**config.mk**
```make
export PLATFORM = sky130hd
export DESIGN_NAME = csr_stage
export DESIGN_NICKNAME = d
export VERILOG_FILES = /design/src/csr_pkg.sv /design/src/csr_access.sv /design/src/trap_ctrl.sv /design/src/csr_regs.sv /design/src/csr_stage.sv
export SDC_FILE = /design/constraint.sdc
export NUM_CORES = 1
export LEC_CHECK = 0
export BUFFER_PORTS_ARGS = -buffer_cell sky130_fd_sc_hd__buf_4
export CELL_PAD_IN_SITES_DETAIL_PLACEMENT = 1
export CELL_PAD_IN_SITES_GLOBAL_PLACEMENT = 2
export CORE_ASPECT_RATIO = 1.2
export CORE_MARGIN = 2
export CORE_UTILIZATION = 32
export DETAILED_ROUTE_END_ITERATION = 8
export GPL_ROUTABILITY_DRIVEN = 0
export HOLD_SLACK_MARGIN = 0.12
export PLACE_DENSITY = 0.9
export SLEW_MARGIN = 10
export SYNTH_ARGS = -nofsm -noshare
export SYNTH_HDL_FRONTEND = slang
export SYNTH_HIERARCHICAL = 1
export SYNTH_SLANG_ARGS = --single-unit
```
**constraint.sdc**
```tcl
create_clock -name clk -period 5 [get_ports clk]
set_clock_uncertainty 0.05 [all_clocks]
set_input_delay 0.5 -clock clk [delete_from_list [all_inputs] [get_ports clk]]
set_output_delay 0.5 -clock clk [all_outputs]
set_load 0.01 [all_outputs]
```
**src/csr_pkg.sv**
```systemverilog
package csr_pkg;

    // Data widths
    typedef logic [31:0] xlen_t;     // One machine word
    typedef logic [63:0] dword_t;    // Timer values
    typedef logic [11:0] csr_addr_t; // Raw CSR address

    // Privilege levels, 2 is reserved
    typedef enum logic [1:0] {
        U_MODE = 2'd0,
        S_MODE = 2'd1,
        M_MODE = 2'd3
    } priv_mode_t;

    typedef enum logic [2:0] {
        CSR_NONE  = 3'd0,
        CSR_W     = 3'd1, // csrrw
        CSR_S     = 3'd2, // csrrs
        CSR_C     = 3'd3, // csrrc
        CSR_ECALL = 3'd4,
        CSR_MRET  = 3'd5,
        CSR_SRET  = 3'd6
    } csr_cmd_t;

    // Implemented CSRs
    typedef enum logic [11:0] {
        ADDR_SSTATUS  = 12'h100,
        ADDR_SIE      = 12'h104,
        ADDR_STVEC    = 12'h105,
        ADDR_SSCRATCH = 12'h140,
        ADDR_SEPC     = 12'h141,
        ADDR_SCAUSE   = 12'h142,
        ADDR_SIP      = 12'h144,
        ADDR_MSTATUS  = 12'h300,
        ADDR_MISA     = 12'h301,
        ADDR_MEDELEG  = 12'h302,
        ADDR_MIDELEG  = 12'h303,
        ADDR_MIE      = 12'h304,
        ADDR_MTVEC    = 12'h305,
        ADDR_MSCRATCH = 12'h340,
        ADDR_MEPC     = 12'h341,
        ADDR_MCAUSE   = 12'h342,
        ADDR_MIP      = 12'h344
    } csr_addr_e;

    // Low two bits of xtvec
    typedef enum logic [1:0] {
        TVEC_DIRECT   = 2'd0,
        TVEC_VECTORED = 2'd1
    } tvec_mode_t;

    // Interrupt codes, same as the mip/mie/mideleg bit index
    localparam int IRQ_SSI = 1;
    localparam int IRQ_STI = 5;
    localparam int IRQ_MTI = 7;
    localparam int IRQ_SEI = 9;

    localparam int CAUSE_ECALL_U  = 8;  // Plus current mode
    localparam int CAUSE_INTR_BIT = 31;

    // MXL=1, extensions U S M I A
    localparam xlen_t MISA_VALUE = 32'h4014_1101;

    localparam int MSTATUS_SIE    = 1;
    localparam int MSTATUS_MIE    = 3;
    localparam int MSTATUS_SPIE   = 5;
    localparam int MSTATUS_MPIE   = 7;
    localparam int MSTATUS_SPP    = 8;
    localparam int MSTATUS_MPP_LO = 11; // MPP is 12:11

    localparam xlen_t SSTATUS_MASK = 32'h0000_0122; // SPP, SPIE, SIE
    localparam xlen_t SIP_MASK     = 32'h0000_0222; // SEI, STI, SSI

endpackage

```
**src/csr_access.sv**
```systemverilog
`timescale 1ns/1ps

module csr_access (
    input  logic                 csr_valid,
    input  csr_pkg::csr_cmd_t    csr_cmd,
    input  csr_pkg::csr_addr_t   csr_addr,
    input  csr_pkg::xlen_t       csr_wsrc,
    input  logic                 trap_take,
    input  csr_pkg::priv_mode_t  priv_mode,
    input  csr_pkg::xlen_t       mstatus,
    input  csr_pkg::xlen_t       medeleg,
    input  csr_pkg::xlen_t       mideleg,
    input  csr_pkg::xlen_t       mie,
    input  csr_pkg::xlen_t       mip,
    input  csr_pkg::xlen_t       mtvec,
    input  csr_pkg::xlen_t       stvec,
    input  csr_pkg::xlen_t       mscratch,
    input  csr_pkg::xlen_t       sscratch,
    input  csr_pkg::xlen_t       mepc,
    input  csr_pkg::xlen_t       sepc,
    input  csr_pkg::xlen_t       mcause,
    input  csr_pkg::xlen_t       scause,
    output csr_pkg::xlen_t       csr_rdata,
    output logic                 wr_en,
    output csr_pkg::xlen_t       wdata
);

    logic           can_access; // Addr[9:8] is the lowest mode allowed
    logic           read_only;  // Addr[11:10] == 3 marks read-only space
    logic           is_write;
    csr_pkg::xlen_t rdata_raw;

    assign can_access = csr_addr[9:8] <= priv_mode;
    assign read_only  = csr_addr[11:10] == 2'b11;
    assign is_write   = (csr_cmd == csr_pkg::CSR_W) || (csr_cmd == csr_pkg::CSR_S) ||
                        (csr_cmd == csr_pkg::CSR_C);

    // Read mux
    always_comb begin
        case (csr_addr)
            csr_pkg::ADDR_SSTATUS:  rdata_raw = mstatus & csr_pkg::SSTATUS_MASK; // S view
            csr_pkg::ADDR_SIE:      rdata_raw = mie & csr_pkg::SIP_MASK;
            csr_pkg::ADDR_STVEC:    rdata_raw = stvec;
            csr_pkg::ADDR_SSCRATCH: rdata_raw = sscratch;
            csr_pkg::ADDR_SEPC:     rdata_raw = sepc;
            csr_pkg::ADDR_SCAUSE:   rdata_raw = scause;
            csr_pkg::ADDR_SIP:      rdata_raw = mip & csr_pkg::SIP_MASK;
            csr_pkg::ADDR_MSTATUS:  rdata_raw = mstatus;
            csr_pkg::ADDR_MISA:     rdata_raw = csr_pkg::MISA_VALUE; // Constant
            csr_pkg::ADDR_MEDELEG:  rdata_raw = medeleg;
            csr_pkg::ADDR_MIDELEG:  rdata_raw = mideleg;
            csr_pkg::ADDR_MIE:      rdata_raw = mie;
            csr_pkg::ADDR_MTVEC:    rdata_raw = mtvec;
            csr_pkg::ADDR_MSCRATCH: rdata_raw = mscratch;
            csr_pkg::ADDR_MEPC:     rdata_raw = mepc;
            csr_pkg::ADDR_MCAUSE:   rdata_raw = mcause;
            csr_pkg::ADDR_MIP:      rdata_raw = mip;
            default:                rdata_raw = '0; // Unknown address
        endcase
    end

    // Too low a mode reads as zero
    assign csr_rdata = can_access ? rdata_raw : '0;

    // Modify from the visible value
    always_comb begin
        case (csr_cmd)
            csr_pkg::CSR_W: wdata = csr_wsrc;
            csr_pkg::CSR_S: wdata = csr_rdata | csr_wsrc;  // Set bits
            csr_pkg::CSR_C: wdata = csr_rdata & ~csr_wsrc; // Clear bits
            default:        wdata = '0;
        endcase
    end

    // A trap in the same cycle wins over the write
    assign wr_en = csr_valid && is_write && can_access && !read_only && !trap_take;

endmodule

```
**src/trap_ctrl.sv**
```systemverilog
`timescale 1ns/1ps

module trap_ctrl (
    input  logic                 csr_valid,
    input  csr_pkg::csr_cmd_t    csr_cmd,
    input  csr_pkg::priv_mode_t  priv_mode,
    input  csr_pkg::xlen_t       mstatus,
    input  csr_pkg::xlen_t       medeleg,
    input  csr_pkg::xlen_t       mideleg,
    input  csr_pkg::xlen_t       mie,
    input  csr_pkg::xlen_t       mip,
    input  csr_pkg::xlen_t       mtvec,
    input  csr_pkg::xlen_t       stvec,
    input  csr_pkg::xlen_t       mepc,
    input  csr_pkg::xlen_t       sepc,
    output logic                 trap_take,
    output logic                 trap_to_m,
    output csr_pkg::xlen_t       trap_cause,
    output logic                 xret_m,
    output logic                 xret_s,
    output logic                 csr_trap_flg,
    output csr_pkg::xlen_t       csr_trap_vector
);

    csr_pkg::xlen_t irq_pend;
    logic           irq_any;
    logic [4:0]     irq_code;
    logic           irq_to_m;
    logic           m_enabled;
    logic           s_enabled;
    logic           irq_take;
    logic           is_ecall;
    csr_pkg::xlen_t ecall_cause;
    logic           ecall_to_m;
    csr_pkg::xlen_t tvec;
    csr_pkg::xlen_t tvec_base;

    assign irq_pend = mip & mie; // Pending and individually enabled

    // Fixed priority MTI > SEI > SSI > STI
    always_comb begin
        irq_any  = 1'b1;
        irq_code = 5'd0;
        if (irq_pend[csr_pkg::IRQ_MTI])      irq_code = 5'(csr_pkg::IRQ_MTI);
        else if (irq_pend[csr_pkg::IRQ_SEI]) irq_code = 5'(csr_pkg::IRQ_SEI);
        else if (irq_pend[csr_pkg::IRQ_SSI]) irq_code = 5'(csr_pkg::IRQ_SSI);
        else if (irq_pend[csr_pkg::IRQ_STI]) irq_code = 5'(csr_pkg::IRQ_STI);
        else                                 irq_any  = 1'b0;
    end

    // M never traps down to S
    assign irq_to_m  = (priv_mode == csr_pkg::M_MODE) || !mideleg[irq_code];
    assign m_enabled = (priv_mode != csr_pkg::M_MODE) || mstatus[csr_pkg::MSTATUS_MIE];
    assign s_enabled = (priv_mode == csr_pkg::U_MODE) ||
                       ((priv_mode == csr_pkg::S_MODE) && mstatus[csr_pkg::MSTATUS_SIE]);
    assign irq_take  = irq_any && (irq_to_m ? m_enabled : s_enabled);

    assign is_ecall    = csr_cmd == csr_pkg::CSR_ECALL;
    assign ecall_cause = csr_pkg::CAUSE_ECALL_U + {30'd0, priv_mode}; // 8, 9 or 11
    assign ecall_to_m  = (priv_mode == csr_pkg::M_MODE) || !medeleg[ecall_cause[4:0]];

    assign trap_take = csr_valid && (is_ecall || irq_take); // ECALL first
    assign trap_to_m = is_ecall ? ecall_to_m : irq_to_m;

    always_comb begin
        if (is_ecall) begin
            trap_cause = ecall_cause;
        end else begin
            trap_cause                          = {27'd0, irq_code};
            trap_cause[csr_pkg::CAUSE_INTR_BIT] = 1'b1; // Interrupt flag
        end
    end

    // A pending interrupt preempts the return
    assign xret_m = csr_valid && !trap_take && (csr_cmd == csr_pkg::CSR_MRET);
    assign xret_s = csr_valid && !trap_take && (csr_cmd == csr_pkg::CSR_SRET);

    assign tvec      = trap_to_m ? mtvec : stvec;
    assign tvec_base = {tvec[31:2], 2'b00};

    always_comb begin
        if (trap_take) begin
            if (!is_ecall && (tvec[1:0] == csr_pkg::TVEC_VECTORED))
                csr_trap_vector = tvec_base + {25'd0, irq_code, 2'b00}; // Base + 4*code
            else
                csr_trap_vector = tvec_base;
        end else if (xret_m) begin
            csr_trap_vector = mepc;
        end else if (xret_s) begin
            csr_trap_vector = sepc;
        end else begin
            csr_trap_vector = '0;
        end
    end

    assign csr_trap_flg = trap_take || xret_m || xret_s;

endmodule

```
**src/csr_regs.sv**
```systemverilog
`timescale 1ns/1ps

module csr_regs (
    input  logic                 clk,
    input  logic                 reset,
    input  logic                 csr_valid,
    input  csr_pkg::xlen_t       csr_pc,
    input  csr_pkg::dword_t      mtime,
    input  csr_pkg::dword_t      mtimecmp,
    input  logic                 wr_en,
    input  csr_pkg::csr_addr_t   csr_addr,
    input  csr_pkg::xlen_t       wdata,
    input  logic                 trap_take,
    input  logic                 trap_to_m,
    input  csr_pkg::xlen_t       trap_cause,
    input  logic                 xret_m,
    input  logic                 xret_s,
    output csr_pkg::priv_mode_t  priv_mode,
    output csr_pkg::xlen_t       mstatus,
    output csr_pkg::xlen_t       medeleg,
    output csr_pkg::xlen_t       mideleg,
    output csr_pkg::xlen_t       mie,
    output csr_pkg::xlen_t       mip,
    output csr_pkg::xlen_t       mtvec,
    output csr_pkg::xlen_t       stvec,
    output csr_pkg::xlen_t       mscratch,
    output csr_pkg::xlen_t       sscratch,
    output csr_pkg::xlen_t       mepc,
    output csr_pkg::xlen_t       sepc,
    output csr_pkg::xlen_t       mcause,
    output csr_pkg::xlen_t       scause
);

    // mstatus fields
    logic                st_sie;
    logic                st_mie;
    logic                st_spie;
    logic                st_mpie;
    logic                st_spp;
    csr_pkg::priv_mode_t st_mpp;

    csr_pkg::xlen_t mip_s; // Software-written S bits
    logic           mtip;  // Timer compare, one cycle behind

    always_comb begin
        mstatus                                    = '0;
        mstatus[csr_pkg::MSTATUS_SIE]              = st_sie;
        mstatus[csr_pkg::MSTATUS_MIE]              = st_mie;
        mstatus[csr_pkg::MSTATUS_SPIE]             = st_spie;
        mstatus[csr_pkg::MSTATUS_MPIE]             = st_mpie;
        mstatus[csr_pkg::MSTATUS_SPP]              = st_spp;
        mstatus[csr_pkg::MSTATUS_MPP_LO +: 2]      = st_mpp;
    end

    always_comb begin
        mip                   = mip_s;
        mip[csr_pkg::IRQ_MTI] = mtip;
    end

    always_ff @(posedge clk) begin
        if (reset) begin
            priv_mode <= csr_pkg::M_MODE;
            st_sie    <= 1'b0;
            st_mie    <= 1'b0;
            st_spie   <= 1'b0;
            st_mpie   <= 1'b0;
            st_spp    <= 1'b0;
            st_mpp    <= csr_pkg::M_MODE;
            medeleg   <= '0;
            mideleg   <= '0;
            mie       <= '0;
            mip_s     <= '0;
            mtip      <= 1'b0;
            mtvec     <= '0;
            stvec     <= '0;
            mscratch  <= '0;
            sscratch  <= '0;
            mepc      <= '0;
            sepc      <= '0;
            mcause    <= '0;
            scause    <= '0;
        end else begin
            if (!trap_take)
                mtip <= mtime >= mtimecmp; // Sampled every cycle
            if (csr_valid) begin
                if (trap_take) begin
                    if (trap_to_m) begin
                        priv_mode <= csr_pkg::M_MODE;
                        mcause    <= trap_cause;
                        mepc      <= csr_pc;
                        st_mpie   <= st_mie;
                        st_mie    <= 1'b0;
                        st_mpp    <= priv_mode; // Mode we came from
                    end else begin
                        priv_mode <= csr_pkg::S_MODE;
                        scause    <= trap_cause;
                        sepc      <= csr_pc;
                        st_spie   <= st_sie;
                        st_sie    <= 1'b0;
                        st_spp    <= priv_mode[0]; // Only U or S here
                    end
                    // Acknowledge the taken interrupt
                    if (trap_cause[csr_pkg::CAUSE_INTR_BIT]) begin
                        if (trap_cause[4:0] == 5'(csr_pkg::IRQ_MTI))
                            mtip <= 1'b0;
                        else
                            mip_s[trap_cause[4:0]] <= 1'b0;
                    end
                end else if (xret_m) begin
                    priv_mode <= st_mpp;
                    st_mie    <= st_mpie;
                    st_mpie   <= 1'b1;
                    st_mpp    <= csr_pkg::U_MODE;
                end else if (xret_s) begin
                    priv_mode <= st_spp ? csr_pkg::S_MODE : csr_pkg::U_MODE;
                    st_sie    <= st_spie;
                    st_spie   <= 1'b1;
                    st_spp    <= 1'b0;
                end else if (wr_en) begin
                    case (csr_addr)
                        csr_pkg::ADDR_MSTATUS: begin
                            st_sie  <= wdata[csr_pkg::MSTATUS_SIE];
                            st_mie  <= wdata[csr_pkg::MSTATUS_MIE];
                            st_spie <= wdata[csr_pkg::MSTATUS_SPIE];
                            st_mpie <= wdata[csr_pkg::MSTATUS_MPIE];
                            st_spp  <= wdata[csr_pkg::MSTATUS_SPP];
                            if (wdata[csr_pkg::MSTATUS_MPP_LO +: 2] != 2'b10) // Reserved kept
                                st_mpp <= csr_pkg::priv_mode_t'(
                                    wdata[csr_pkg::MSTATUS_MPP_LO +: 2]);
                        end
                        csr_pkg::ADDR_SSTATUS: begin
                            st_sie  <= wdata[csr_pkg::MSTATUS_SIE];
                            st_spie <= wdata[csr_pkg::MSTATUS_SPIE];
                            st_spp  <= wdata[csr_pkg::MSTATUS_SPP];
                        end
                        csr_pkg::ADDR_MEDELEG:  medeleg <= wdata;
                        csr_pkg::ADDR_MIDELEG:  mideleg <= wdata & csr_pkg::SIP_MASK; // S irqs only
                        csr_pkg::ADDR_MIE:
                            mie <= wdata & (csr_pkg::SIP_MASK | (32'd1 << csr_pkg::IRQ_MTI));
                        csr_pkg::ADDR_SIE: // Leaves MTIE alone
                            mie <= (mie & ~csr_pkg::SIP_MASK) | (wdata & csr_pkg::SIP_MASK);
                        csr_pkg::ADDR_MIP, csr_pkg::ADDR_SIP:
                            mip_s <= wdata & csr_pkg::SIP_MASK; // MTIP not writable
                        csr_pkg::ADDR_MTVEC:    mtvec    <= wdata;
                        csr_pkg::ADDR_STVEC:    stvec    <= wdata;
                        csr_pkg::ADDR_MSCRATCH: mscratch <= wdata;
                        csr_pkg::ADDR_SSCRATCH: sscratch <= wdata;
                        csr_pkg::ADDR_MEPC:     mepc     <= {wdata[31:2], 2'b00};
                        csr_pkg::ADDR_SEPC:     sepc     <= wdata;
                        csr_pkg::ADDR_MCAUSE:   mcause   <= wdata;
                        csr_pkg::ADDR_SCAUSE:   scause   <= wdata;
                        default: ; // misa and unknown addresses ignore writes
                    endcase
                end
            end
        end
    end

endmodule

```
**src/csr_stage.sv**
```systemverilog
`timescale 1ns/1ps

module csr_stage (
    input  logic                 clk,
    input  logic                 reset,
    input  logic                 csr_valid,
    input  csr_pkg::xlen_t       csr_pc,
    input  csr_pkg::csr_cmd_t    csr_cmd,
    input  csr_pkg::csr_addr_t   csr_addr,
    input  csr_pkg::xlen_t       csr_wsrc,
    input  csr_pkg::dword_t      mtime,
    input  csr_pkg::dword_t      mtimecmp,
    output csr_pkg::xlen_t       csr_rdata,
    output logic                 csr_trap_flg,
    output csr_pkg::xlen_t       csr_trap_vector,
    output csr_pkg::priv_mode_t  priv_mode
);

    // Register state out of csr_regs
    csr_pkg::xlen_t mstatus;
    csr_pkg::xlen_t medeleg;
    csr_pkg::xlen_t mideleg;
    csr_pkg::xlen_t mie;
    csr_pkg::xlen_t mip;
    csr_pkg::xlen_t mtvec;
    csr_pkg::xlen_t stvec;
    csr_pkg::xlen_t mscratch;
    csr_pkg::xlen_t sscratch;
    csr_pkg::xlen_t mepc;
    csr_pkg::xlen_t sepc;
    csr_pkg::xlen_t mcause;
    csr_pkg::xlen_t scause;

    // Write path
    logic           wr_en;
    csr_pkg::xlen_t wdata;

    // Trap path
    logic           trap_take;
    logic           trap_to_m;
    csr_pkg::xlen_t trap_cause;
    logic           xret_m;
    logic           xret_s;

    csr_access u_access (
        .csr_valid, .csr_cmd, .csr_addr, .csr_wsrc, .trap_take, .priv_mode,
        .mstatus, .medeleg, .mideleg, .mie, .mip, .mtvec, .stvec,
        .mscratch, .sscratch, .mepc, .sepc, .mcause, .scause,
        .csr_rdata, .wr_en, .wdata
    );

    trap_ctrl u_trap (
        .csr_valid, .csr_cmd, .priv_mode,
        .mstatus, .medeleg, .mideleg, .mie, .mip, .mtvec, .stvec, .mepc, .sepc,
        .trap_take, .trap_to_m, .trap_cause, .xret_m, .xret_s,
        .csr_trap_flg, .csr_trap_vector
    );

    csr_regs u_regs (
        .clk, .reset, .csr_valid, .csr_pc, .mtime, .mtimecmp,
        .wr_en, .csr_addr, .wdata,
        .trap_take, .trap_to_m, .trap_cause, .xret_m, .xret_s,
        .priv_mode, .mstatus, .medeleg, .mideleg, .mie, .mip, .mtvec, .stvec,
        .mscratch, .sscratch, .mepc, .sepc, .mcause, .scause
    );

endmodule

```
# Word level (Yosys, flattened, before mapping)
# Index checks and enable logic that the tools add are counted.
# W data, S select, Z words.
# word_totals
ff_bits	365
in_bits	210
out_inout_bits	67
wordCells	237
# classes
addsub	2
magnitude_cmp	6
n_eq_ne	37
mux	104
bitwise_logic	10
n_reduce_logical	58
# op_table
operator	n
$mux W32	38
$pmux W32 S17	1
$eq A12 B10 Y1 const B	10
$pmux W32 S3	1
$eq A12 B9 Y1 const B	7
$reduce_and A6 Y1	12
$and A32 B32 Y32	2
$ge A64 B64 Y1	1
$not A32 Y32	2
$pmux W32 S2	1
$mux W1	45
$add A32 B7 Y32	1
$or A32 B10 Y32	1
$or A32 B32 Y32	1
$mux W2	11
$lt A5 B6 Y1 const B	3
$reduce_bool A3 Y1	6
$mux W5	3
$reduce_bool A2 Y1	7
$logic_and A1 B1 Y1	12
$ne A2 B2 Y1 const B	6
$and A10 B10 Y10	1
$bmux W1 S5	2
$reduce_and A5 Y1	2
other kinds (20)	41

# Depth between registers and ports, before layout
# Gate-level depths: netlist of the first run.
# logic_depth
depth_word	19
mapped_depth	21
depth_no_buf	18

# Modules after synthesis
# Netlist of the first run, hierarchy kept.
# by_module_without_submodules
module	n_inst	cells_per_inst	area_per_inst_um2	seq_area_each_um2
csr_regs	1	1896	15305.9	6726.5
csr_access	1	703	5213.8	0.0
trap_ctrl	1	370	2507.4	0.0

# Least setup slack after synthesis of the first run
# No wires, ideal clock.
# synth_timing
path_kind	reg-to-output
start	register u_regs.mtip
end	output port csr_trap_vector[26]
arrival_time_ps	4819
t_required_ps	4450
setup_slack_ps	-369
stages_incl_launch_ff	22
n_path_buf	4
cell_sequence	dfxtp_1 buf_4 nand2_2 inv_2 or4b_4 nand4_1 nand2_1 clkinv_1 buf_1 buf_2 nand2_1 nand2_1 ha_1 fa_1 a21o_1 a21oi_1 or4_1 buf_4 a222oi_1 nand2b_1 xnor2_1 o21ai_0
# synth_via
word_cells_on_any_way	24
classes_between	add/sub: 1; eq/ne: 1; mux: 11; bitwise: 1; reduce/logical: 10
# synth_lines
item	line	text
from (decl)	csr_regs.sv:43	logic mtip;
from (signal assigned)	csr_regs.sv:84	mtip <= mtime >= mtimecmp;
$and A10 B10 Y10 (*)	trap_ctrl.sv:38	assign irq_pend = mip & mie;
$mux W5 (*)	trap_ctrl.sv:44	if (irq_pend[csr_pkg::IRQ_MTI]) irq_code = 5'(csr_pkg::IRQ_MTI);
$bmux W1 S5 (*)	trap_ctrl.sv:52	assign irq_to_m = (priv_mode == csr_pkg::M_MODE) || !mideleg[irq_code];
$mux W1 (implied by the code) (*)	trap_ctrl.sv:52	
$logic_not A1 Y1 (*)	trap_ctrl.sv:52	
$logic_or A1 B1 Y1 (*)	trap_ctrl.sv:52	
$mux W1 (*)	trap_ctrl.sv:63	assign trap_to_m = is_ecall ? ecall_to_m : irq_to_m;
via trap_to_m	csr_stage.sv:40	logic trap_to_m;
$mux W32 (*)	trap_ctrl.sv:78	assign tvec = trap_to_m ? mtvec : stvec;
parallel branches: the longest is 2 deep, another holds $add A32 B7 Y32	-	
$mux W32 (*)	trap_ctrl.sv:83	if (!is_ecall && (tvec[1:0] == csr_pkg::TVEC_VECTORED))
$mux W32 (*)	trap_ctrl.sv:82	if (trap_take) begin
to (decl)	csr_stage.sv:15	output csr_pkg::xlen_t csr_trap_vector,
# Mark *: on every way through the listed nets, which the timed path passes. The select of a mux whose other input is x is not followed.

# Worst setup path in the final report of the first run
# layout_timing
start	register u_regs.mie[7]
end	output port csr_trap_vector[20]
# layout_via
word_cells_on_any_way	24
classes_between	add/sub: 1; eq/ne: 1; mux: 11; bitwise: 1; reduce/logical: 10
# layout_lines
item	line	text
from (decl)	csr_regs.sv:22	output csr_pkg::xlen_t mie,
from (signal assigned)	csr_regs.sv:139	mie <= wdata & (csr_pkg::SIP_MASK | (32'd1 << csr_pkg::IRQ_MTI));
from (signal assigned)	csr_regs.sv:141	mie <= (mie & ~csr_pkg::SIP_MASK) | (wdata & csr_pkg::SIP_MASK);
$and A10 B10 Y10 (*)	trap_ctrl.sv:38	
$mux W5 (*)	trap_ctrl.sv:44	
$bmux W1 S5 (*)	trap_ctrl.sv:52	
$mux W1 (implied by the code) (*)	trap_ctrl.sv:52	
$logic_not A1 Y1 (*)	trap_ctrl.sv:52	
$logic_or A1 B1 Y1 (*)	trap_ctrl.sv:52	
$mux W1 (*)	trap_ctrl.sv:63	
via trap_to_m	csr_stage.sv:40	
$mux W32 (*)	trap_ctrl.sv:78	
parallel branches: the longest is 2 deep, another holds $add A32 B7 Y32	-	
$mux W32 (*)	trap_ctrl.sv:83	
$mux W32 (*)	trap_ctrl.sv:82	
# Marked as above.

==> PnR_summary.wiki, run 1 <==
{| class="wikitable"
! Metric !! Value
|-
| Count of maximum capacitance violations || 0
|-
| Leakage power total || 10.2 nW
|-
| Path category of the worst min-delay check || in -> reg
|-
| WL final || 112 mm
|-
| Crit path setup slack, layout || -0.0455 ns
|-
| Num Clock Sinks || 336
|-
| Slew Limit Fails || 0
|-
| Fraction of layout instances using a drive strength above 1 || 0.214
|-
| Width of the die || 249 um
|-
| Router iterations before antenna repair || 6
|-
| Overall die area || 74100 um2
|-
| Layout Cells excl Fill || 4184
|-
| Post-route DRC || 0
|-
| Clock insertion delay at the later pin of the skew report || 0.57 ns
|-
| Cell area reported after detailed placement || 25900 um2
|-
| Mapped cell area || 23000 um2
|-
| Post-route cell area || 27700 um2
|-
| Wirelength per Cell || 26.8 um
|-
| Placeable core region || 71100 um2
|-
| Y dimension of the die || 298 um
|-
| Post-synth cell types || 122
|-
| DP HPWL || 82.3 mm
|-
| Internal portion of total power || 4.89 mW
|-
| Maximum vdd drop || 0.213 mV
|-
| Async set or reset register ratio after synthesis || 0
|-
| Number of core rows || 107
|-
| Port buffer count || 276
|-
| Net switching power of the design || 1.79 mW
|-
| Clock root buffer || sky130_fd_sc_hd__clkbuf_16
|-
| Slew @ Worst Pin || 1.09 ns
|-
| Part of the power in registers || 0.401
|-
| Time the final worst path needs with I/O delays and setup || 5.05 ns
|-
| Initial cell density of the core || 0.324
|-
| Cell type contributing the most total cell area after synthesis || sky130_fd_sc_hd__dfxtp_1
|-
| Number of global-route vias before repair || 24473
|-
| Cell area power density || 242 nW/um2
|-
| Pin count of the biggest net entering global routing || 118
|-
| Violations in the final reports || setup timing
|-
| Sw Share || 0.268
|-
| Final worst path period share || 1.01
|-
| Final setup violation count || 4
|-
| Type of the worst setup path || reg -> out
|-
| Synth-to-Final Area Change || 20.2%
|-
| Final standard cell utilization of the core || 0.389
|-
| Number of enable flip-flop cells after synthesis || 0
|-
| Largest cells by area after synthesis || sky130_fd_sc_hd__dfxtp_1 (29%), sky130_fd_sc_hd__nand2_1 (8.6%), sky130_fd_sc_hd__a21oi_1 (8.1%)
|-
| CP Max Fanout || 6
|-
| Cell count after synthesis || 2969
|-
| Register clock-pin slew on the reported worst setup and hold paths || 0.07 ns
|-
| Global routing usage summed across all routing layers || 0.290
|-
| Initial antenna violation count || 8
|-
| Unrepaired setup endpoints after global routing || yes
|-
| Headroom to the max-slew limit || 0.275
|-
| Share of power burned in combinational logic || 0.128
|-
| Run status || complete, but fails checks
|-
| First-pass GRT wire length || 163 mm
|-
| CTS H-tree lvls || 2
|-
| WP data required || 4.45 ns
|-
| Antenna-violating nets left || 0
|-
| Commonest register cell after synthesis || sky130_fd_sc_hd__dfxtp_1
|-
| Avg Inst Size Synth || 7.76 um2
|-
| YS warnings || 6
|-
| Max Clk Rate || 198 MHz
|-
| DR vias/cell || 5.88
|-
| GR peak layer || met2
|-
| Power share of the clock group || 0.470
|-
| Crit path arrival time || 4.50 ns
|-
| First DRT Iteration DRCs || 2843
|-
| Placed Cells incl. Taps || 4087
|-
| Number of buffers added by the clock tree synthesis step || 37
|-
| Bufs on Longest Clock Path || 3
|-
| Startpoint type of the worst setup path || flip-flop
|-
| Seq/Total Area, Yosys || 0.292
|-
| Total number of vias || 24608
|-
| Top-level port count || 277
|-
| Global-route congestion overflow total || 0
|-
| CTS tree || done
|-
| Total Nets Final || 3508
|-
| Met1 Resource Use GR || 0.360
|-
| Share of Yosys cell area claimed by the top area cell type || 0.292
|-
| CTS hold repair buffers || 0
|-
| Met2 Track Usage GR || 0.459
|-
| Met3 track utilization from global routing || 0.0640
|-
| Worst Hold Slack || 0.221 ns
|-
| Crit path capture type || primary output
|-
| Flip-flop and latch count after synthesis || 336
|-
| Final number of hold-violating endpoints || 0
|}
-- cell families (layout without fill, tap and decap cells) --
logic type / Yosys count / after routing / share of synthesized area
other cells: 2 / 112 / 0.000326
compound gates: 869 / 869 / 0.253
mux: 147 / 147 / 0.0659
xor+xnor: 32 / 32 / 0.0122
simple gates: 1101 / 1101 / 0.237
buf+inv: 411 / 590 / 0.101
fa+ha+maj: 71 / 71 / 0.0389
flops: 336 / 336 / 0.292
-- flip-flops by register name (all words and copies together), names as in the netlist, 2 cells and up --
name and cells:
u_regs/sepc 32, u_regs/st_mpp 2, u_regs/mideleg 3, u_regs/sscratch 32, u_regs/medeleg 32, u_regs/mip_s 31
u_regs/mie 4, u_regs/scause 32, u_regs/mepc 32, u_regs/priv_mode 2, u_regs/mtvec 32, u_regs/stvec 32
u_regs/mcause 32, u_regs/mscratch 32
-- cells in the final DEF (no fill, tap or decap), types with 20 or more instances in the layout --
master	Yosys	layout
sky130_fd_sc_hd__nand2_1	527	520
sky130_fd_sc_hd__buf_4	145	417
sky130_fd_sc_hd__a21oi_1	371	368
sky130_fd_sc_hd__dfxtp_1	336	330
sky130_fd_sc_hd__nor2_1	176	172
sky130_fd_sc_hd__mux2i_1	119	119
sky130_fd_sc_hd__conb_1	2	109
sky130_fd_sc_hd__o21ai_0	108	103
sky130_fd_sc_hd__inv_1	81	80
sky130_fd_sc_hd__a22oi_1	67	67
sky130_fd_sc_hd__ha_1	70	67
sky130_fd_sc_hd__nand3_1	53	51
sky130_fd_sc_hd__or2_0	48	48
sky130_fd_sc_hd__nand2b_1	47	47
sky130_fd_sc_hd__nor2b_1	46	46
sky130_fd_sc_hd__a211oi_1	44	43
sky130_fd_sc_hd__clkbuf_16	0	38
sky130_fd_sc_hd__nand4_1	32	32
sky130_fd_sc_hd__a211oi_2	29	30
sky130_fd_sc_hd__nor3_1	29	29
sky130_fd_sc_hd__mux2_2	27	26
sky130_fd_sc_hd__o31ai_2	26	26
sky130_fd_sc_hd__o22ai_1	25	25
sky130_fd_sc_hd__and3_1	23	23
sky130_fd_sc_hd__a32oi_1	21	21
sky130_fd_sc_hd__a21o_1	20	20
-- final cells by class --
| type | count | area, um2 |
|---|---|---|
| clock buffer | 52 | 1080 |
| inverter | 85 | 332 |
| sequential | 336 | 6740 |
| tap | 926 | 1160 |
| multi-input combinational | 2329 | 14600 |
| timing repair buffer | 438 | 3500 |
| fill | 8645 | 43400 |
| clock inverter | 15 | 287 |
| antenna | 3 | 7.51 |
-- critical path, stage by stage (launching register included) --
cell and delay, ns:
sky130_fd_sc_hd__dfxtp_4 0.37, sky130_fd_sc_hd__nand2_4 0.11, sky130_fd_sc_hd__inv_6 0.04, sky130_fd_sc_hd__or4b_4 0.52, sky130_fd_sc_hd__nand4_1 0.13, sky130_fd_sc_hd__nand2_2 0.12, sky130_fd_sc_hd__clkinv_4 0.10, sky130_fd_sc_hd__nand2_4 0.06
sky130_fd_sc_hd__nand2_4 0.08, sky130_fd_sc_hd__ha_4 0.13, sky130_fd_sc_hd__fa_2 0.20, sky130_fd_sc_hd__a21o_1 0.16, sky130_fd_sc_hd__a21oi_2 0.09, sky130_fd_sc_hd__or4_4 0.56, sky130_fd_sc_hd__a22oi_2 0.37, sky130_fd_sc_hd__nand3_1 0.15
sky130_fd_sc_hd__xor2_1 0.18, sky130_fd_sc_hd__a211oi_2 0.30, sky130_fd_sc_hd__buf_4 0.17, sky130_fd_sc_hd__buf_6 0.09
-- final timing paths --
| check | from | to | slack (ns) | depth (start not counted) |
|---|---|---|---|---|
| hold reg to reg | u_regs/mscratch[12] | u_regs/mscratch[12] | 0.40 | 2 |
| hold / removal | csr_pc[11] | u_regs/sepc[11] | 0.22 | 3 |
| setup reg to reg | u_regs/mip_s[9] | u_regs/medeleg[5] | 0.39 | 17 |
| setup / recovery | u_regs/mie[7] | csr_trap_vector[20] | -0.05 | 19 |
-- power groups by stage --
stage | Clock, mW | Combinational (mW) | Sequential [mW]
final | 3.14 | 0.858 | 2.68
after global routing | 3.25 | 0.907 | 2.68
after CTS | 3.15 | 0.828 | 2.68
after detailed placement | 0 | 0.817 | 2.74
after global placement | 0 | 0.808 | 2.74
after floorplan | 0 | 0.484 | 2.74
-- cell usage after synthesis (all sizes together), types with 11 or more instances --
library cell,n
a21oi,372
mux2i,119
a21o,20
o22ai,26
dfxtp,336
a22oi,68
o31ai,36
a32oi,21
inv,83
nand2,530
and3,24
o21ai,117
clkbuf,98
mux2,27
nor3,35
nand2b,47
nand4,33
nor2b,46
ha,70
nor2,181
xnor2,14
nand3,54
xor2,18
a31oi,12
a221oi,12
a22o,19
or3,11
buf,228
or2,58
a211oi,73
-- stage by stage --
stage | TNS, ns | setup slack, ns | total power, mW
after detailed placement | -0.135 | -0.135 | 3.56
after global placement | -0.0273 | -0.0273 | 3.55
after CTS | 0 | 0.0120 | 6.66
after floorplan | 0 | 0.0502 | 3.23
after global routing | -0.493 | -0.112 | 6.84
final | -0.120 | -0.0455 | 6.69
-- per-layer routing --
| layer | up-vias | part of all wire |
|---|---|---|
| li1 | 10864 | - |
| met1 | 11954 | 0.39 |
| met2 | 1393 | 0.44 |
| met3 | 391 | 0.10 |
| met4 | 6 | 0.070 |
| met5 | - | 0.00029 |
-- what timing repair did --
action / CTS / global route
endpoints found under the hold margin: 0 / 0
setup buffers: 17 / 10
pin swaps: 9 / 20
gates resized for setup: 16 / 31
endpoints found under the setup margin: 19 / 18
Power figures use the tool's default switching activity.
==> run 2: changes to the inputs <==
==> constraint.sdc (replaced) <==
create_clock -name clk -period 4.6 [get_ports clk]
set_clock_uncertainty 0.05 [all_clocks]
set_input_delay 0.46 -clock clk [delete_from_list [all_inputs] [get_ports clk]]
set_output_delay 0.46 -clock clk [all_outputs]
set_load 0.01 [all_outputs]
==> run 2 against run 1 <==
Net effect:
- the flow still finishes with violations (setup timing)
- die area unchanged
- via count grew 0.53%
- worst setup slack worse by 0.25 ns
- largest cell class unchanged
- non-clock buffer count up 61
- critical path type unchanged
==> PnR_summary.wiki, run 2 (same netlist as run 1, synthesis figures left out) <==
{| class="wikitable"
! Metric !! Value
|-
| Type of the worst setup path || reg -> out
|-
| Cell count along the critical path || 20
|-
| Router iterations before antenna repair || 6
|-
| Pre-CTS setup slack || -0.147 ns
|-
| Initial antenna violation count || 9
|-
| Clock root buffer || sky130_fd_sc_hd__clkbuf_16
|-
| End of the worst register-to-register path || u_regs/mideleg[5]
|-
| Crit-path max cell delay || 0.47 ns
|-
| WL final || 113 mm
|-
| Antenna-violating nets left || 0
|-
| Num Clock Sinks || 336
|-
| Total Nets Final || 3569
|-
| Layout Cells excl Fill || 4242
|-
| Y dimension of the die || 298 um
|-
| Number of core rows || 107
|-
| Top-level port count || 277
|-
| Leakage power total || 10.5 nW
|-
| Maximum vdd drop || 0.178 mV
|-
| Termination of the worst setup path || csr_trap_vector[30]
|-
| Violations in the final reports || setup timing
|-
| Worst-path cell chain || buf_6, a222oi_1, buf_4, o21ai_2, nand4_1, nand2_2, clkinv_4, nand2_2, nand2_2, ha_4, fa_2, a21o_1, a21oi_2, or4_4, a222oi_1, buf_4, nand3_4, xor2_2, o211ai_2, buf_4
|-
| Crit path setup slack, layout || -0.298 ns
|-
| Global routing usage summed across all routing layers || 0.292
|-
| Sum of negative setup slack || -2.38 ns
|-
| Leading cell type in the layout, fill and taps excluded || sky130_fd_sc_hd__nand2_1
|-
| Number of global-route vias before repair || 24721
|-
| Area of the multi-input gates || 14700 um2
|-
| Clock insertion delay at the later pin of the skew report || 0.56 ns
|-
| Highest-delay cell along the critical path || sky130_fd_sc_hd__or4_4
|-
| Family with the most delay on the worst path || compound AO/OA/AOI/OAI gates
|-
| CTS H-tree lvls || 2
|-
| Number of buffers added by the clock tree synthesis step || 36
|-
| Register-to-register path setup slack || 0.24 ns
|-
| CTS tree || done
|-
| Max Clk Rate || 204 MHz
|-
| # fillers || 8652
|-
| Time the final worst path needs with I/O delays and setup || 4.90 ns
|-
| Final worst path period share || 1.06
|-
| Slew @ Worst Pin || 1.14 ns
|-
| Width of the die || 249 um
|-
| Crit path arrival time || 4.39 ns
|-
| Synth-to-Final Area Change || 22.0%
|-
| Headroom to the max-slew limit || 0.238
|-
| Global-route congestion overflow total || 0
|-
| Placed Cells incl. Taps || 4143
|-
| CP Max Fanout || 8
|-
| Wirelength per Cell || 26.6 um
|-
| Overall die area || 74100 um2
|-
| Pin count of the biggest net entering global routing || 159
|-
| Placeable core region || 71100 um2
|-
| Cell area power density || 245 nW/um2
|-
| WP data required || 4.09 ns
|-
| CTS hold repair buffers || 0
|-
| Total number of vias || 24738
|-
| DR vias/cell || 5.83
|-
| First-pass GRT wire length || 164 mm
|-
| Startpoint type of the worst setup path || flip-flop
|-
| Initial cell density of the core || 0.324
|-
| Commonest cells after routing, fill and taps aside || sky130_fd_sc_hd__nand2_1 (518), sky130_fd_sc_hd__buf_4 (473), sky130_fd_sc_hd__a21oi_1 (366)
|-
| DP HPWL || 83.5 mm
|-
| Unrepaired setup endpoints after global routing || yes
|-
| Slew Limit Fails || 0
|-
| Beginning of the worst register-to-register path || u_regs/mie[7]
|-
| Path category of the worst min-delay check || in -> reg
|-
| Crit path capture type || primary output
|-
| Fraction of layout instances using a drive strength above 1 || 0.234
|-
| Final setup violation count || 15
|-
| Storage cell area || 6740 um2
|-
| Length in cells of the worst reg-to-reg path || 19
|-
| Run status || complete, but fails checks
|-
| Count of maximum capacitance violations || 0
|-
| Bufs on Longest Clock Path || 3
|-
| Register clock-pin slew on the reported worst setup and hold paths || 0.06 ns
|-
| Port buffer count || 276
|-
| Post-route DRC || 0
|-
| Start point of the critical path || u_regs/mie[7]
|-
| Final number of hold-violating endpoints || 0
|-
| First DRT Iteration DRCs || 2607
|-
| Number of buffers and inverters on the critical path || 5
|}
==> run 2: changes by cell type in the layout (fill, tap and decap cells not counted), sizes merged <==
| cell | change |
|---|---|
| bufinv | -5 |
| clkbuf | -4 |
| clkinv | +5 |
| a21oi | +1 |
| buf | +61 |
==> run 2: worst min-delay path by stage <==
| stage | endpoint | slack, ns | startpoint | cells past startpoint |
|---|---|---|---|---|
| after floorplan | u_regs/mip_s[17] | 0.37 | u_regs/mip_s[17] | 2 |
| after global placement | u_regs/sscratch[1] | 0.38 | u_regs/sscratch[1] | 2 |
| after detailed placement | u_regs/mip_s[2] | 0.39 | u_regs/mip_s[2] | 2 |
| after CTS | u_regs/sepc[8] | 0.21 | csr_pc[8] | 3 |
| after global routing | u_regs/sepc[12] | 0.23 | csr_pc[12] | 3 |
| final | u_regs/sepc[8] | 0.19 | csr_pc[8] | 3 |
==> run 2: power breakdown <==
| group | switching [mW] | internal [mW] | leakage (nW) |
|---|---|---|---|
| Clock | 1.33 | 1.67 | 0.579 |
| Combinational | 0.587 | 0.373 | 7.21 |
| Sequential | 0.00553 | 2.91 | 2.71 |
==> run 2: routing by layer <==
metal	routed length, um	part of all wire	GRT usage	vias up
li1	-	-	-	10967
met1	44400	0.39	0.362	11997
met2	49400	0.44	0.462	1367
met3	11400	0.10	0.0717	397
met4	7550	0.067	0.164	10
met5	62	0.00055	0	-
==> run 2: final cells by class <==
| type | count | area share |
|---|---|---|
| Clock inverter | 15 | 0.00574 |
| Sequential cell | 336 | 0.240 |
| Antenna cell | 3 | 0.000267 |
| Multi-Input combinational cell | 2330 | 0.524 |
| Clock buffer | 48 | 0.0358 |
| Timing Repair Buffer | 499 | 0.141 |
| Tap cell | 926 | 0.0412 |
| Inverter | 85 | 0.0118 |
==> run 2: worst register-to-register path: cells and delay by family, from the launching register on <==
family	cells	cell delay (ns)
flip-flops	1	0.36
AND/OR/NAND/NOR	7	1.52
multiplexers	1	0.29
buffers and inverters	5	0.66
AO/OA/AOI/OAI	6	1.37
==> run 2: metrics by stage <==
step,hold WS [ns],total power [mW],area (um2),util
after floorplan,0.373,3.51,23500,-
after global placement,0.385,3.89,26300,0.371
after detailed placement,0.393,3.90,26300,0.371
after CTS,0.209,6.87,27900,0.392
after global routing,0.232,7.05,28100,0.395
final,0.195,6.87,28100,0.395
==> run 2: repair_timing <==
item                       in CTS  in global routing
gates cloned                    0                  1
pin swaps                      29                 48
setup buffers                  31                  8
setup endpoints to repair      26                 37
gates resized for setup        48                 42
==> run 3: changes to the inputs <==
--- a/config.mk
+++ b/config.mk
@@ -10,12 +10,12 @@
 export CELL_PAD_IN_SITES_GLOBAL_PLACEMENT = 2
 export CORE_ASPECT_RATIO = 1.2
 export CORE_MARGIN = 2
-export CORE_UTILIZATION = 32
+export CORE_UTILIZATION = 27
 export DETAILED_ROUTE_END_ITERATION = 8
 export GPL_ROUTABILITY_DRIVEN = 0
 export HOLD_SLACK_MARGIN = 0.12
-export PLACE_DENSITY = 0.9
-export SLEW_MARGIN = 10
+export PLACE_DENSITY = 0.8
+export SLEW_MARGIN = 20
 export SYNTH_ARGS = -nofsm -noshare
 export SYNTH_HDL_FRONTEND = slang
 export SYNTH_HIERARCHICAL = 1
==> run 3 against run 2 <==
Net effect:
- the run still ends with setup timing left
- first-iteration DRC count fell by 19%
- non-clock buffer count fell by 7
- wire length rose by 3.5%
- highest routed layer unchanged
- clock-buffer cell count fell by 2
- largest power group unchanged
- critical endpoint is now csr_trap_vector[22]
- total power fell by 0.16%
- cell area rose by 0.72%
- via count fell by 1.6%
- cell count rose by 4.6%
- sequential share of layout area fell by 0.16 points
- register-to-register slack improved by 0.08 ns
- sequential power barely moved
==> PnR_summary.wiki, run 3 (same netlist as run 1, synthesis figures left out) <==
{| class="wikitable"
! Metric !! Value
|-
| Clock insertion delay at the later pin of the skew report || 0.55 ns
|-
| Crit path setup slack, layout || -0.291 ns
|-
| Share of power burned in combinational logic || 0.137
|-
| DP HPWL || 88.1 mm
|-
| Initial cell density of the core || 0.272
|-
| WL final || 117 mm
|-
| Router iterations before antenna repair || 5
|-
| Hold depth || 3
|-
| Register clock-pin slew on the reported worst setup and hold paths || 0.06 ns
|-
| CTS tree || done
|-
| First DRT Iteration DRCs || 2109
|-
| CP Max Fanout || 6
|-
| Path category of the worst min-delay check || in -> reg
|-
| WP data required || 4.09 ns
|-
| Y dimension of the die || 324 um
|-
| Port buffer count || 276
|-
| Width of the die || 271 um
|-
| Commonest cells after routing, fill and taps aside || sky130_fd_sc_hd__nand2_1 (515), sky130_fd_sc_hd__buf_4 (463), sky130_fd_sc_hd__a21oi_1 (365)
|-
| Total number of vias || 24343
|-
| DR vias/cell || 5.49
|-
| Type of the worst setup path || reg -> out
|-
| Final worst path period share || 1.06
|-
| Final setup violation count || 15
|-
| Length in cells of the worst reg-to-reg path || 18
|-
| Number of buffers added by the clock tree synthesis step || 36
|-
| Global-route congestion overflow total || 0
|-
| Pin count of the biggest net entering global routing || 134
|-
| Number of core rows || 117
|-
| Final standard cell utilization of the core || 0.334
|-
| First-pass GRT wire length || 167 mm
|-
| Clock root buffer || sky130_fd_sc_hd__clkbuf_16
|-
| Top-level port count || 277
|-
| Total Power || 6.86 mW
|-
| Bufs on Longest Clock Path || 3
|-
| Power share of the clock group || 0.438
|-
| Synth-to-Final Area Change || 22.9%
|-
| Number of global-route vias before repair || 24225
|-
| Crit path arrival time || 4.38 ns
|-
| CTS hold repair buffers || 0
|-
| Slew Limit Fails || 0
|-
| Cell area reported after detailed placement || 26500 um2
|-
| Sw Share || 0.280
|-
| Post-route cell area || 28300 um2
|-
| # fillers || 10425
|-
| Startpoint type of the worst setup path || flip-flop
|-
| Area of the multi-input gates || 14700 um2
|-
| Max Clk Rate || 204 MHz
|-
| Initial antenna violation count || 8
|-
| Num Clock Sinks || 336
|-
| Time the final worst path needs with I/O delays and setup || 4.89 ns
|-
| Storage cell area || 6740 um2
|-
| Pre-CTS setup slack || -0.111 ns
|-
| Violations in the final reports || setup timing
|-
| Part of the power in registers || 0.425
|-
| Fraction of layout instances using a drive strength above 1 || 0.234
|-
| Total Nets Final || 3562
|-
| Run status || complete, but fails checks
|-
| Sum of negative setup slack || -2.85 ns
|-
| Wirelength per Cell || 26.3 um
|-
| Internal portion of total power || 4.94 mW
|-
| Post-route DRC || 0
|-
| Crit path capture type || primary output
|-
| Maximum vdd drop || 0.218 mV
|-
| Headroom to the max-slew limit || 0.192
|-
| Global routing usage summed across all routing layers || 0.255
|-
| Unrepaired setup endpoints after global routing || yes
|-
| Cell area power density || 243 nW/um2
|-
| Final number of hold-violating endpoints || 0
|-
| Overall die area || 87600 um2
|-
| Leading cell type in the layout, fill and taps excluded || sky130_fd_sc_hd__nand2_1
|-
| CTS H-tree lvls || 2
|-
| Count of maximum capacitance violations || 0
|-
| Leakage power total || 10.5 nW
|-
| Net switching power of the design || 1.92 mW
|-
| Placeable core region || 84600 um2
|-
| Antenna-violating nets left || 0
|-
| Slew @ Worst Pin || 1.21 ns
|}
run 3: through the flow:
step | std cells | hold WS, ns
after CTS | 4423 | 0.163
after global placement | 4337 | 0.386
final | 4436 | 0.171
after detailed placement | 4337 | 0.391
after global routing | 4435 | 0.214
after floorplan | 3076 | 0.373
run 3: area by class of cell:
class,instances,share of cell area
antenna,1,0.0000884
clock buffer,46,0.0346
clock inverter,16,0.00610
multi-input combinational,2330,0.520
sequential,336,0.238
timing repair buffer,492,0.139
tap,1130,0.0500
inverter,85,0.0118
run 3: what timing repair did:
action,in CTS,in global routing
endpoints found under the hold margin,0,0
cloned,0,1
setup endpoints to repair,24,26
resized for setup,45,62
setup buffers,24,14
pin swaps,26,47
run 3: worst max-delay path: stages (launching register included):
cell	delay, ns
sky130_fd_sc_hd__dfxtp_4	0.37
sky130_fd_sc_hd__nand2_4	0.08
sky130_fd_sc_hd__inv_4	0.04
sky130_fd_sc_hd__or4b_4	0.50
sky130_fd_sc_hd__nand4_1	0.20
sky130_fd_sc_hd__nand2_2	0.13
sky130_fd_sc_hd__buf_6	0.14
sky130_fd_sc_hd__nand2_4	0.06
sky130_fd_sc_hd__nand2_4	0.06
sky130_fd_sc_hd__ha_4	0.16
sky130_fd_sc_hd__fa_2	0.34
sky130_fd_sc_hd__a21o_1	0.19
sky130_fd_sc_hd__a21oi_2	0.20
sky130_fd_sc_hd__nor2_1	0.07
sky130_fd_sc_hd__o21ai_1	0.07
sky130_fd_sc_hd__buf_4	0.16
sky130_fd_sc_hd__buf_4	0.11
sky130_fd_sc_hd__a22oi_2	0.08
sky130_fd_sc_hd__buf_12	0.17
sky130_fd_sc_hd__buf_8	0.13
sky130_fd_sc_hd__and4_1	0.15
sky130_fd_sc_hd__o21ai_1	0.13
sky130_fd_sc_hd__o211ai_1	0.10
sky130_fd_sc_hd__buf_4	0.19
run 3: final timing paths:
kind | start | end | slack (ns)
worst max-delay path | u_regs/mtip | csr_trap_vector[22] | -0.29
worst min-delay path | csr_pc[11] | u_regs/sepc[11] | 0.17
worst max register to register | u_regs/mtip | u_regs/mideleg[1] | 0.32
worst min register to register | u_regs/mcause[0] | u_regs/mcause[0] | 0.40
run 3: layer usage:
layer  wire (um)  share of wire  GRT usage
met5          53        0.00045          0
met4        8050          0.069      0.151
met3        9850          0.084     0.0551
met2       51800           0.44      0.410
met1       47000           0.40      0.315
run 3: power groups by stage:
stage                     Sequential [mW]  Clock [mW]  Combinational [mW]
after detailed placement             2.98           0               0.904
final                                2.92        3.01               0.939
after global routing                 2.92        3.15               0.993
after floorplan                      2.98           0               0.529
after global placement               2.98           0               0.901
after CTS                            2.92        3.04               0.914
